==> src/nandOut_params.svh <==
`ifndef NANDOUT_PARAMS_SVH
`define NANDOUT_PARAMS_SVH

// channel geometry
`define NAND_WAYS           4
`define DATA_WORD_BITS      16
`define BYTE_COUNT_BITS     16

// serializer phases per clock
`define PIN_PHASES          4
`define DQS_PHASES          2

// pin patterns, widths follow the phase counts above
`define WE_WRITE_PATTERN    4'b0001
`define DQS_DATA_PATTERN    2'b11
`define ALE_DATA_MARK       4'b0011
`define CLE_DATA_MARK       4'b0011

// waits in system clock cycles
`define TDQSS_CYCLES        3
`define WPST_CYCLES         6
`define DQ_DELAY_STAGES     2   // pad serializer latency

`endif

==> src/nandOutPkg.sv <==
`default_nettype none

`include "nandOut_params.svh"

package nandOutPkg;

    typedef struct packed {
        logic [7:0] high;
        logic [7:0] low;
    } byteViewT;

    // one write word, seen as a whole or byte by byte
    typedef union packed {
        logic [`DATA_WORD_BITS-1:0] raw;
        byteViewT                   bytes;
    } dataWordT;

    // one-hot sequencer states
    typedef enum logic [5:0] {
        stateReset     = 6'b000001,
        stateReady     = 6'b000010,
        stateLatch     = 6'b000100,  // request capture
        statePreamble  = 6'b001000,  // tDQSS
        stateData      = 6'b010000,
        statePostamble = 6'b100000   // write postamble
    } seqStateT;

endpackage

`default_nettype wire

==> src/dataOutSequencer.sv <==
`timescale 1ns/1ps
`default_nettype none

`include "nandOut_params.svh"

module dataOutSequencer #(
    parameter int NumberOfWays = `NAND_WAYS
) (
    input  wire                            iSystemClock,
    input  wire                            iReset,
    input  wire                            iStart,
    input  wire  [NumberOfWays-1:0]        iTargetWay,
    input  wire  [`BYTE_COUNT_BITS-1:0]    iNumOfData,
    input  wire  [`DATA_WORD_BITS-1:0]     iWriteData,
    input  wire                            iWriteValid,
    output logic                           oReady,
    output logic                           oLastStep,
    output logic                           oWriteReady,
    output logic [2*NumberOfWays-1:0]      oChipEnable,
    output logic [`PIN_PHASES-1:0]         oWriteEnable,
    output logic                           beatValid,
    output logic [`DATA_WORD_BITS-1:0]     beatWord
);

    // one timer serves both waits, sized for the longer one
    localparam int TimerBits = $clog2((`WPST_CYCLES > `TDQSS_CYCLES ?
                                       `WPST_CYCLES : `TDQSS_CYCLES) + 1);
    localparam logic [TimerBits-1:0] PreambleLast  = `TDQSS_CYCLES - 1;
    localparam logic [TimerBits-1:0] PostambleLast = `WPST_CYCLES - 1;
    localparam logic [`BYTE_COUNT_BITS-1:0] BytesPerWord = `DATA_WORD_BITS / 8;

    nandOutPkg::seqStateT state;
    nandOutPkg::seqStateT nextState;

    logic [TimerBits-1:0]          timer;
    logic [TimerBits-1:0]          nextTimer;
    logic [NumberOfWays-1:0]       targetWay;
    logic [`BYTE_COUNT_BITS-1:0]   numOfData;
    logic [`BYTE_COUNT_BITS-1:0]   byteCount;
    logic [`BYTE_COUNT_BITS-1:0]   nextByteCount;

    logic startAccept;
    logic wordAccept;
    logic dataDone;
    logic chipActive;
    logic writeActive;

    assign startAccept   = iStart & oReady;
    assign wordAccept    = iWriteValid & oWriteReady;
    assign nextByteCount = byteCount + BytesPerWord;
    assign dataDone      = (nextByteCount == numOfData);  // this word closes the transfer

    always_comb begin
        nextState = state;
        nextTimer = '0;
        case (state)
            nandOutPkg::stateReset: begin
                nextState = nandOutPkg::stateReady;
            end
            nandOutPkg::stateReady: begin
                if (startAccept) begin
                    nextState = nandOutPkg::stateLatch;
                end
            end
            nandOutPkg::stateLatch: begin
                nextState = nandOutPkg::statePreamble;
            end
            nandOutPkg::statePreamble: begin
                if (timer == PreambleLast) begin
                    nextState = nandOutPkg::stateData;
                end else begin
                    nextTimer = timer + 1'b1;
                end
            end
            nandOutPkg::stateData: begin
                if (wordAccept && dataDone) begin
                    nextState = nandOutPkg::statePostamble;
                end
            end
            nandOutPkg::statePostamble: begin
                if (timer == PostambleLast) begin
                    nextState = nandOutPkg::stateReady;
                end else begin
                    nextTimer = timer + 1'b1;
                end
            end
            default: begin
                nextState = nandOutPkg::stateReady;
            end
        endcase
    end

    // pin activity as seen in the coming cycle
    assign chipActive  = nextState inside {nandOutPkg::statePreamble, nandOutPkg::stateData,
                                           nandOutPkg::statePostamble};
    assign writeActive = chipActive || (nextState == nandOutPkg::stateLatch);

    always_ff @(posedge iSystemClock or posedge iReset) begin
        if (iReset) begin
            state <= nandOutPkg::stateReset;
            timer <= '0;
        end else begin
            state <= nextState;
            timer <= nextTimer;
        end
    end

    always_ff @(posedge iSystemClock or posedge iReset) begin
        if (iReset) begin
            targetWay <= '0;
            numOfData <= '0;
            byteCount <= '0;
        end else if (startAccept) begin
            targetWay <= iTargetWay;
            numOfData <= iNumOfData;
            byteCount <= '0;
        end else if (wordAccept) begin
            byteCount <= nextByteCount;  // two bytes per word
        end
    end

    always_ff @(posedge iSystemClock or posedge iReset) begin
        if (iReset) begin
            oReady       <= 1'b0;
            oLastStep    <= 1'b0;
            oWriteReady  <= 1'b0;
            oChipEnable  <= '0;
            oWriteEnable <= '0;
            beatValid    <= 1'b0;
        end else begin
            oReady      <= (nextState == nandOutPkg::stateReady);
            oWriteReady <= (nextState == nandOutPkg::stateData);
            // high through the final postamble cycle
            oLastStep   <= (nextState == nandOutPkg::statePostamble) &&
                           (nextTimer == PostambleLast);
            oChipEnable  <= chipActive ? {targetWay, targetWay} : '0;
            oWriteEnable <= writeActive ? `WE_WRITE_PATTERN : '0;
            beatValid    <= wordAccept;
        end
    end

    always_ff @(posedge iSystemClock) begin
        if (wordAccept) begin
            beatWord <= iWriteData;
        end
    end

endmodule

`default_nettype wire

==> src/dqOutputPipe.sv <==
`timescale 1ns/1ps
`default_nettype none

`include "nandOut_params.svh"

module dqOutputPipe (
    input  wire                          iSystemClock,
    input  wire                          iReset,
    input  wire                          beatValid,
    input  wire  nandOutPkg::dataWordT   beatWord,
    output logic [`DATA_WORD_BITS-1:0]   oDQ,
    output logic [`DQS_PHASES-1:0]       oDQStrobe,
    output logic [`PIN_PHASES-1:0]       oAddressLatchEnable,
    output logic [`PIN_PHASES-1:0]       oCommandLatchEnable
);

    localparam int LastStage = `DQ_DELAY_STAGES - 1;

    nandOutPkg::dataWordT          orderedWord;
    nandOutPkg::dataWordT          dqLine  [`DQ_DELAY_STAGES];
    logic [`DQS_PHASES-1:0]        dqsLine [`DQ_DELAY_STAGES];
    logic [`PIN_PHASES-1:0]        aleLine [`DQ_DELAY_STAGES];
    logic [`PIN_PHASES-1:0]        cleLine [`DQ_DELAY_STAGES];

    // serializer shifts the upper half out first, so the low byte goes there
    always_comb begin
        orderedWord.bytes.high = beatWord.bytes.low;
        orderedWord.bytes.low  = beatWord.bytes.high;
    end

    always_ff @(posedge iSystemClock or posedge iReset) begin
        if (iReset) begin
            for (int i = 0; i < `DQ_DELAY_STAGES; i++) begin
                dqLine[i]  <= '0;
                dqsLine[i] <= '0;
                aleLine[i] <= '0;
                cleLine[i] <= '0;
            end
        end else begin
            // idle beats load zeros
            dqLine[0]  <= beatValid ? orderedWord : '0;
            dqsLine[0] <= beatValid ? `DQS_DATA_PATTERN : '0;
            aleLine[0] <= beatValid ? `ALE_DATA_MARK : '0;  // ALE+CLE high marks data
            cleLine[0] <= beatValid ? `CLE_DATA_MARK : '0;
            for (int i = 1; i < `DQ_DELAY_STAGES; i++) begin
                dqLine[i]  <= dqLine[i-1];
                dqsLine[i] <= dqsLine[i-1];
                aleLine[i] <= aleLine[i-1];
                cleLine[i] <= cleLine[i-1];
            end
        end
    end

    assign oDQ                 = dqLine[LastStage].raw;
    assign oDQStrobe           = dqsLine[LastStage];
    assign oAddressLatchEnable = aleLine[LastStage];
    assign oCommandLatchEnable = cleLine[LastStage];

endmodule

`default_nettype wire

==> src/nandSyncDataOut.sv <==
`timescale 1ns/1ps
`default_nettype none

`include "nandOut_params.svh"

module nandSyncDataOut #(
    parameter int NumberOfWays = `NAND_WAYS
) (
    input  wire                           iSystemClock,
    input  wire                           iReset,

    // command side
    input  wire                           iStart,
    input  wire [NumberOfWays-1:0]        iTargetWay,
    input  wire [`BYTE_COUNT_BITS-1:0]    iNumOfData,
    output wire                           oReady,
    output wire                           oLastStep,

    // write data
    input  wire [`DATA_WORD_BITS-1:0]     iWriteData,
    input  wire                           iWriteValid,
    output wire                           oWriteReady,

    // NAND pins, through the pad serializers
    output wire [`DATA_WORD_BITS-1:0]     oDQ,
    output wire [`DQS_PHASES-1:0]         oDQStrobe,
    output wire [2*NumberOfWays-1:0]      oChipEnable,
    output wire [`PIN_PHASES-1:0]         oWriteEnable,
    output wire [`PIN_PHASES-1:0]         oAddressLatchEnable,
    output wire [`PIN_PHASES-1:0]         oCommandLatchEnable
);

    wire                         beatValid;
    wire [`DATA_WORD_BITS-1:0]   beatWord;   // accepted word, one cycle after the edge

    dataOutSequencer #(
        .NumberOfWays (NumberOfWays)
    ) sequencer (
        .iSystemClock (iSystemClock),
        .iReset       (iReset),
        .iStart       (iStart),
        .iTargetWay   (iTargetWay),
        .iNumOfData   (iNumOfData),
        .iWriteData   (iWriteData),
        .iWriteValid  (iWriteValid),
        .oReady       (oReady),
        .oLastStep    (oLastStep),
        .oWriteReady  (oWriteReady),
        .oChipEnable  (oChipEnable),
        .oWriteEnable (oWriteEnable),
        .beatValid    (beatValid),
        .beatWord     (beatWord)
    );

    // DQ, strobe and data-phase marks share one delay line
    dqOutputPipe outputPipe (
        .iSystemClock        (iSystemClock),
        .iReset              (iReset),
        .beatValid           (beatValid),
        .beatWord            (beatWord),
        .oDQ                 (oDQ),
        .oDQStrobe           (oDQStrobe),
        .oAddressLatchEnable (oAddressLatchEnable),
        .oCommandLatchEnable (oCommandLatchEnable)
    );

endmodule

`default_nettype wire

==> config.mk <==
export PLATFORM = sky130hd
export DESIGN_NAME = nandSyncDataOut
export DESIGN_NICKNAME = d
export VERILOG_FILES = /design/src/nandOutPkg.sv /design/src/dataOutSequencer.sv /design/src/dqOutputPipe.sv /design/src/nandSyncDataOut.sv
export VERILOG_INCLUDE_DIRS = /design/src /design/src/src
export SDC_FILE = /design/constraint.sdc
export NUM_CORES = 1
export LEC_CHECK = 0
export BUFFER_PORTS_ARGS = -buffer_cell sky130_fd_sc_hd__buf_2
export CAP_MARGIN = 20
export CORE_MARGIN = 2
export CORE_UTILIZATION = 55
export CTS_CLUSTER_SIZE = 8
export DETAILED_ROUTE_END_ITERATION = 16
export GPL_TIMING_DRIVEN = 0
export PLACE_DENSITY = 0.8
export SYNTH_ARGS = -nofsm -noshare
export SYNTH_HDL_FRONTEND = slang
export SYNTH_SLANG_ARGS = --single-unit
==> constraint.sdc <==
create_clock -name iSystemClock -period 2.6 [get_ports iSystemClock]
set_input_delay 0.13 -clock iSystemClock [delete_from_list [all_inputs] [get_ports iSystemClock]]
set_output_delay 0.13 -clock iSystemClock [all_outputs]
set_load 0.01 [all_outputs]
==> results of run 1 <==
[per-layer routing]
| layer | wire (um) | vias to the layer above |
|---|---|---|
| li1 | - | 1510 |
| met1 | 3440 | 1481 |
| met2 | 4220 | 81 |
| met3 | 399 | 12 |
| met4 | 140 | 0 |
| met5 | 0 | - |
[state kept, by name (all words and copies together), names as in the netlist, 3 cells and up]
signal and cells:
outputPipe.dqLine 16, outputPipe.oDQ 16, sequencer.beatWord 16, sequencer.numOfData 16
sequencer.byteCount 15, sequencer.state 6, sequencer.oChipEnable 4, sequencer.targetWay 4
sequencer.timer 3
[cell usage after synthesis, types with 5 or more instances]
| master | count | area [um2] |
|---|---|---|
| nor2_1 | 25 | 93.8 |
| clkbuf_1 | 8 | 30.0 |
| buf_4 | 35 | 263 |
| edfxtp_1 | 16 | 480 |
| nor3_1 | 6 | 30.0 |
| xnor2_1 | 22 | 193 |
| and2_1 | 23 | 144 |
| inv_1 | 5 | 18.8 |
| o21ai_0 | 7 | 35.0 |
| dfrtp_1 | 86 | 2150 |
| nand2_1 | 79 | 297 |
| nand3_1 | 8 | 40.0 |
| a21oi_1 | 7 | 35.0 |
| xor2_1 | 11 | 96.3 |
[cell type report]
type	instances	area, um2	share of cell area (%)
Buffer	46	308	5.58
Clock buffer	9	124	2.25
Clock inverter	7	81.3	1.47
Inverter	6	25.0	0.454
Multi-Input combinational cell	245	1430	25.9
Sequential cell	103	2660	48.2
Tap cell	102	128	2.31
Timing Repair Buffer	111	763	13.8
[layout by cell type (no fill, tap or decap), drive strengths merged, types with 2 or more instances in the layout]
master,Yosys,final
a21o,2,2
a21oi,7,7
a31o,2,2
and2,23,23
buf,37,111
clkbuf,9,18
clkinv,1,4
conb,1,8
dfrtp,86,86
dlygate4sd3,0,37
edfxtp,16,16
inv,5,9
mux2i,2,2
nand2,79,79
nand2b,4,4
nand3,8,8
nand3b,3,3
nand4,5,5
nor2,25,25
nor2b,2,2
nor3,7,7
nor3b,2,2
nor4,6,6
o21ai,7,7
o22ai,2,2
or3,2,2
or3b,3,3
xnor2,22,22
xor2,12,12
[cell families (layout without fill, tap and decap cells)]
group	Yosys count	in the layout	synth area share, %
xor gates and xnor gates	34	34	6.95
and+or+nand+nor	172	172	19.8
other	1	8	0.0854
muxes	2	2	0.456
buffers and inverters	52	179	7.52
DFF	103	103	60.5
AOI/OAI and AO/OA	28	28	4.39
adders and majority gates	1	1	0.285
[worst min-delay path, delay by kind of cell]
family	cells	cell delay, ns
buf+inv	1	0.09
simple gates	3	0.20
[worst paths after layout]
| kind | to | slack, ns | cells after the start |
|---|---|---|---|
| worst max register to register | sequencer.byteCount[14]$_DFFE_PP0P_ | 0.35 | 6 |
| worst min-delay path | sequencer.numOfData[15]$_DFFE_PP0P_ | 0.09 | 4 |
| min in group asynchronous | sequencer.numOfData[10]$_DFFE_PP0P_ | 0.30 | 3 |
| worst max-delay path | sequencer.byteCount[14]$_DFFE_PP0P_ | 0.35 | 6 |
| worst min register to register | outputPipe.oDQ[15]$_DFF_PP0_ | 0.35 | 0 |
| max in group asynchronous | sequencer.byteCount[5]$_DFFE_PP0P_ | 1.71 | 4 |
[stage by stage]
stage | setup WS [ns] | power [mW] | cell area [um2]
6_report | 0.351 | 3.15 | 5520
5_1_grt | 0.120 | 3.31 | 5520
4_1_cts | 0.351 | 3.18 | 5520
3_5_place_dp | 0.368 | 2.16 | 4940
3_3_place_gp | -0.663 | 2.13 | 4910
2_1_floorplan | 0.221 | 2.04 | 4420
[power groups by stage]
| stage | clock network, mW | logic, mW | registers, mW |
|---|---|---|---|
| after floorplan | 0 | 0.245 | 1.80 |
| after global placement | 0 | 0.328 | 1.81 |
| after detailed placement | 0 | 0.347 | 1.81 |
| after CTS | 1.01 | 0.392 | 1.78 |
| after global routing | 1.09 | 0.435 | 1.79 |
| final | 0.988 | 0.388 | 1.78 |
==> impl_metrics.csv, run 1 <==
group,metric,value,unit
yosys,synthesis.yosys.warnings,0,
worst_setup_path,cp_num_buf_inv,1,
global_routing,grt_max_degree,59,
floorplanning,ios,81,
power,clkPwrFrac,31.3,%
drt,dr.first_iter.drc_count,202,
worst_setup_path,required,2.83,ns
global_routing,grt_use_met3,4.83,%
worst_setup_path,crit_fanout,24,
place,gp_congestion,0.878,
yosys,syn_avg_cell_area,11.2,um2
sta,max-slew-margin-rel,44.8,%
yosys,ys.flop_type,"dfrtp_1",
clocking,numCtsBuffers,9,
sta,slew_viol_final,0,
worst_hold_path,hold_class,"input port to flop",
global_routing,antenna_found_initial,0,
worst_hold_path,worstHoldStart,"iStart",
clocking,cts_resized,0,
drt,vias_per_cell,4.90,
finish,utilization,71.4,%
sta,rsz0062_at_grt,"false",
drt,num_vias,3084,
place,hpwlAfterDp,5.59,mm
finish,layout.cells.non_filler,629,
clocking,cts_tree,"yes",
sta,fmax,0.445,GHz
worst_setup_path,cp_top_family,"simple AND/OR/NAND/NOR gates",
floorplanning,core_region_area,7730,um2
worst_setup_path,critPathKind,"flop to flop",
clocking,path_clk_slew,0.10,ns
global_routing,grt_pass1_wl,13.7,mm
sta,fin_worst_hold_slack,0.0853,ns
place,placedCellCount,576,
worst_setup_path,endpoint_kind,"flop",
finish,antenna_cells,0,
yosys,async_reset_ff_share,84.5,%
worst_setup_path,rr_startpoint,"sequencer.oWriteReady$_DFF_PP0_",
sta,hold_viol_final,0,
place,place.port_buffers,73,
yosys,synth_edf_count,16,
floorplanning,start_util,56.8,%
sta,min_period_over_period,86.5,%
clocking,cts_buffer_depth,2,
worst_setup_path,slowest_delay,0.76,ns
power,power_switching,0.871,mW
outcome,outcome,"finished clean",
drt,wirelength,8.20,mm
flow_run,max_cap_viol_count,0,
drt,drt_first_pass_iters,4,
global_routing,top_usage_layer,"met2",
drt,drc,0,
clocking,htreeDepth,3,
global_routing,gr-total-overflow,0,
worst_setup_path,crit_path_start_kind,"flop",
yosys,ys_seq_area_share,60.5,%
global_routing,grt_util_met2,34.7,%
global_routing,first_global_vias,3054,
finish,drive_gt1_share,27.1,%
worst_setup_path,worstPathCellList,"nand2_1 -> clkinv_1 -> nand2_1 -> nor4_1 -> xnor2_1 -> nor2_1",
yosys,syn-cell-area,4390,um2
sta,clock_skew,0.0197,ns
global_routing,grtUsageMet1,25.3,%
sta,setup_viol,0,
yosys,synth.ff_latch_count,103,
power,leakage,2.72,nW
clocking,clk_latency,0.37,ns
power,p_sw_share,27.6,%
sta,finalSetupTns,0,ns
worst_setup_path,cp.arrival,2.48,ns
worst_setup_path,critPathSlowestCell,"clkinv_1",
power,comb_power_share,12.3,%
global_routing,grtUsageTotal,20.4,%
finish,num-fill-cells,539,
finish,syn2layout_area_growth,25.6,%
power,pwr-share-seq,56.4,%
clocking,cts-root-buf,"clkbuf_8",
clocking,cts_setup_buffers,0,
power,p_int,2.28,mW
drt,detail-route-antenna-nets,0,
yosys,netlist_instances,393,
yosys,synth_cell_types,50,
worst_setup_path,crit_top_cell,"nand2_1",
floorplanning,placementRows,32,
drt,wl_per_cell,13.0,um
floorplanning,die_w,93.4,um
clocking,postCtsHoldBufs,37,
power,irDropWorstVdd,0.365,mV
floorplanning,dieArea,8720,um2
power,p_per_area,572,nW/um2
clocking,cts_sinks,103,
finish,num-nets-final,563,
floorplanning,fp.dieH,93.4,um
sta,worst_pin_slew,0.824,ns
sta,fin_crit,2.25,ns
worst_setup_path,critPathLaunch,"sequencer.oWriteReady$_DFF_PP0_",
Note: power is estimated with default switching activity, not from simulation.
==> inputs of run 2 (changes only) <==
--- a/config.mk
+++ b/config.mk
@@ -8,12 +8,12 @@
 export LEC_CHECK = 0
 export BUFFER_PORTS_ARGS = -buffer_cell sky130_fd_sc_hd__buf_2
 export CAP_MARGIN = 20
-export CORE_MARGIN = 2
-export CORE_UTILIZATION = 55
+export CORE_UTILIZATION = 50
 export CTS_CLUSTER_SIZE = 8
 export DETAILED_ROUTE_END_ITERATION = 16
 export GPL_TIMING_DRIVEN = 0
-export PLACE_DENSITY = 0.8
+export PLACE_DENSITY = 0.74
+export SETUP_SLACK_MARGIN = 0.4
 export SYNTH_ARGS = -nofsm -noshare
 export SYNTH_HDL_FRONTEND = slang
 export SYNTH_SLANG_ARGS = --single-unit
==> run 2 against run 1 <==
Against the previous run: critical path type unchanged; largest cell class unchanged; non-clock buffer count grew 1; highest routed layer unchanged; clock-buffer cell count did not move; cell count grew 0.64%; first-iteration DRC count is 41% lower.
==> impl_metrics.csv, run 2 (synthesized netlist as in run 1, its figures left out) <==
group,metric,value,unit
drt,wirelength,8.20,mm
drt,vias_per_cell,4.81,
drt,wl_per_cell,13.0,um
worst_setup_path,crit_fanout,6,
worst_hold_path,hold_class,"input port to flop",
sta,slew_viol_final,0,
global_routing,first_global_vias,2934,
sta,setup_viol,0,
power,leakage,2.73,nW
drt,drt_first_pass_iters,4,
worst_setup_path,critPathKind,"flop to flop",
sta,fin_crit,2.07,ns
sta,max-slew-margin-rel,61.6,%
clocking,cts_sinks,103,
flow_run,max_cap_viol_count,0,
sta,fmax,0.482,GHz
clocking,numCtsBuffers,9,
clocking,clk_latency,0.37,ns
floorplanning,placementRows,33,
clocking,path_clk_slew,0.11,ns
place,hpwlAfterDp,5.58,mm
finish,mostFrequentLayoutCells,"dfrtp_1, nand2_1, buf_2",
floorplanning,ios,81,
clocking,cts_tree,"yes",
global_routing,grt_pass1_wl,13.3,mm
clocking,htreeDepth,3,
worst_setup_path,worstPathCellList,"ha_1 -> nand4_2 -> or2_1 -> o31ai_2 -> a41oi_2 -> a21o_1",
sta,finalSetupTns,0,ns
global_routing,grt_max_degree,36,
finish,layout_commonest_cell,"dfrtp_1",
worst_setup_path,cp.arrival,2.35,ns
drt,detail-route-antenna-nets,0,
worst_setup_path,cp_top_family,"compound AO/OA/AOI/OAI gates",
clocking,cts_setup_buffers,0,
finish,syn2layout_area_growth,26.0,%
sta,clock_skew,0.0183,ns
drt,dr.first_iter.drc_count,119,
finish,drive_gt1_share,27.7,%
power,p_per_area,573,nW/um2
power,irDropWorstVdd,0.316,mV
floorplanning,dieArea,9160,um2
worst_setup_path,endpoint_kind,"flop",
sta,worst_pin_slew,0.575,ns
worst_setup_path,cp_num_buf_inv,0,
global_routing,gr-total-overflow,0,
worst_setup_path,crit_path_start_kind,"flop",
global_routing,antenna_found_initial,0,
outcome,outcome,"finished clean",
drt,drc,0,
worst_setup_path,slowest_delay,0.46,ns
finish,antenna_cells,0,
sta,rsz0062_at_grt,"false",
worst_setup_path,critPathSlowestCell,"dfrtp_2",
sta,hold_viol_final,0,
worst_setup_path,required,2.87,ns
place,place.port_buffers,73,
drt,num_vias,3042,
finish,num-nets-final,564,
floorplanning,fp.dieH,95.7,um
place,dpl_cell_area,4960,um2
place,gp_congestion,0.819,
floorplanning,start_util,52.7,%
floorplanning,die_w,95.7,um
finish,fin_area,5530,um2
clocking,cts_buffer_depth,2,
global_routing,grtUsageTotal,19.7,%
clocking,cts-root-buf,"clkbuf_8",
sta,min_period_over_period,79.7,%
floorplanning,core_region_area,8340,um2
## run 2: cell count changes in the layout (fill, tap and decap cells not counted), sizes merged
cell,before,now
clkinvlp,0,1
clkinv,4,2
inv,9,10
buf,111,112
## run 2: worst paths after layout
check,from,cells past startpoint,end,slack [ns]
min reg2reg,outputPipe.dqLine[16]$_DFF_PP0_,0,outputPipe.oDQ[0]$_DFF_PP0_,0.36
max reg2reg,sequencer.byteCount[1]$_DFFE_PP0P_,6,sequencer.state[4]$_DFF_PP0_,0.53
min,iStart,4,sequencer.numOfData[15]$_DFFE_PP0P_,0.07
min in group asynchronous,iReset,3,sequencer.targetWay[1]$_DFFE_PP0P_,0.35
max in group asynchronous,iReset,4,outputPipe.oDQ[15]$_DFF_PP0_,1.68
max,sequencer.byteCount[1]$_DFFE_PP0P_,6,sequencer.state[4]$_DFF_PP0_,0.53
## run 2: layout make-up
type,count,area [um2]
Buffer,46,308
Clock buffer,9,124
Clock inverter,7,76.3
Fill cell,637,2810
Inverter,6,27.5
Multi-Input combinational cell,245,1430
Sequential cell,103,2660
Tap cell,105,131
Timing Repair Buffer,112,776
## run 2: worst min-delay path, stage by stage
cell and delay (ns):
buf_2 0.08, nand2_1 0.07, nand2_1 0.07, nand2_1 0.05
## run 2: power breakdown
part	internal (mW)	switching, mW	total, mW
clock network	0.387	0.615	1.00
logic	0.184	0.207	0.391
registers	1.71	0.0619	1.78
total	2.29	0.884	3.17
## run 2: layer usage
layer / global-route usage (%) / up-vias / wire length [um]
met1: 24.4 / 1439 / 3510
met2: 33.6 / 84 / 4140
met3: 5.13 / 11 / 421
met5: 0 / - / 0
li1: - / 1508 / -
met4: 6.47 / 0 / 127
## run 2: metrics by stage
step | utilization (%) | hold slack (ns) | cells | power [mW] | worst slack, ns
6_report | 66.3 | 0.0672 | 633 | 3.17 | 0.527
5_1_grt | 66.3 | 0.0704 | 633 | 3.32 | 0.409
4_1_cts | 66.3 | 0.0622 | 633 | 3.19 | 0.446
3_5_place_dp | 59.5 | 0.221 | 580 | 2.16 | 0.306
3_3_place_gp | 59.0 | 0.308 | 578 | 2.14 | 0.377
2_1_floorplan | - | 0.229 | 400 | 2.04 | 0.745
## run 2: repair_timing
| action | CTS | global route |
|---|---|---|
| hold endpoints to repair | 57 | 0 |
| resized for setup | 1 | 1 |
| hold buffers | 37 | 0 |
| setup endpoints to repair | 3 | 2 |
| pin swaps | 0 | 1 |
| cloned | 0 | 0 |
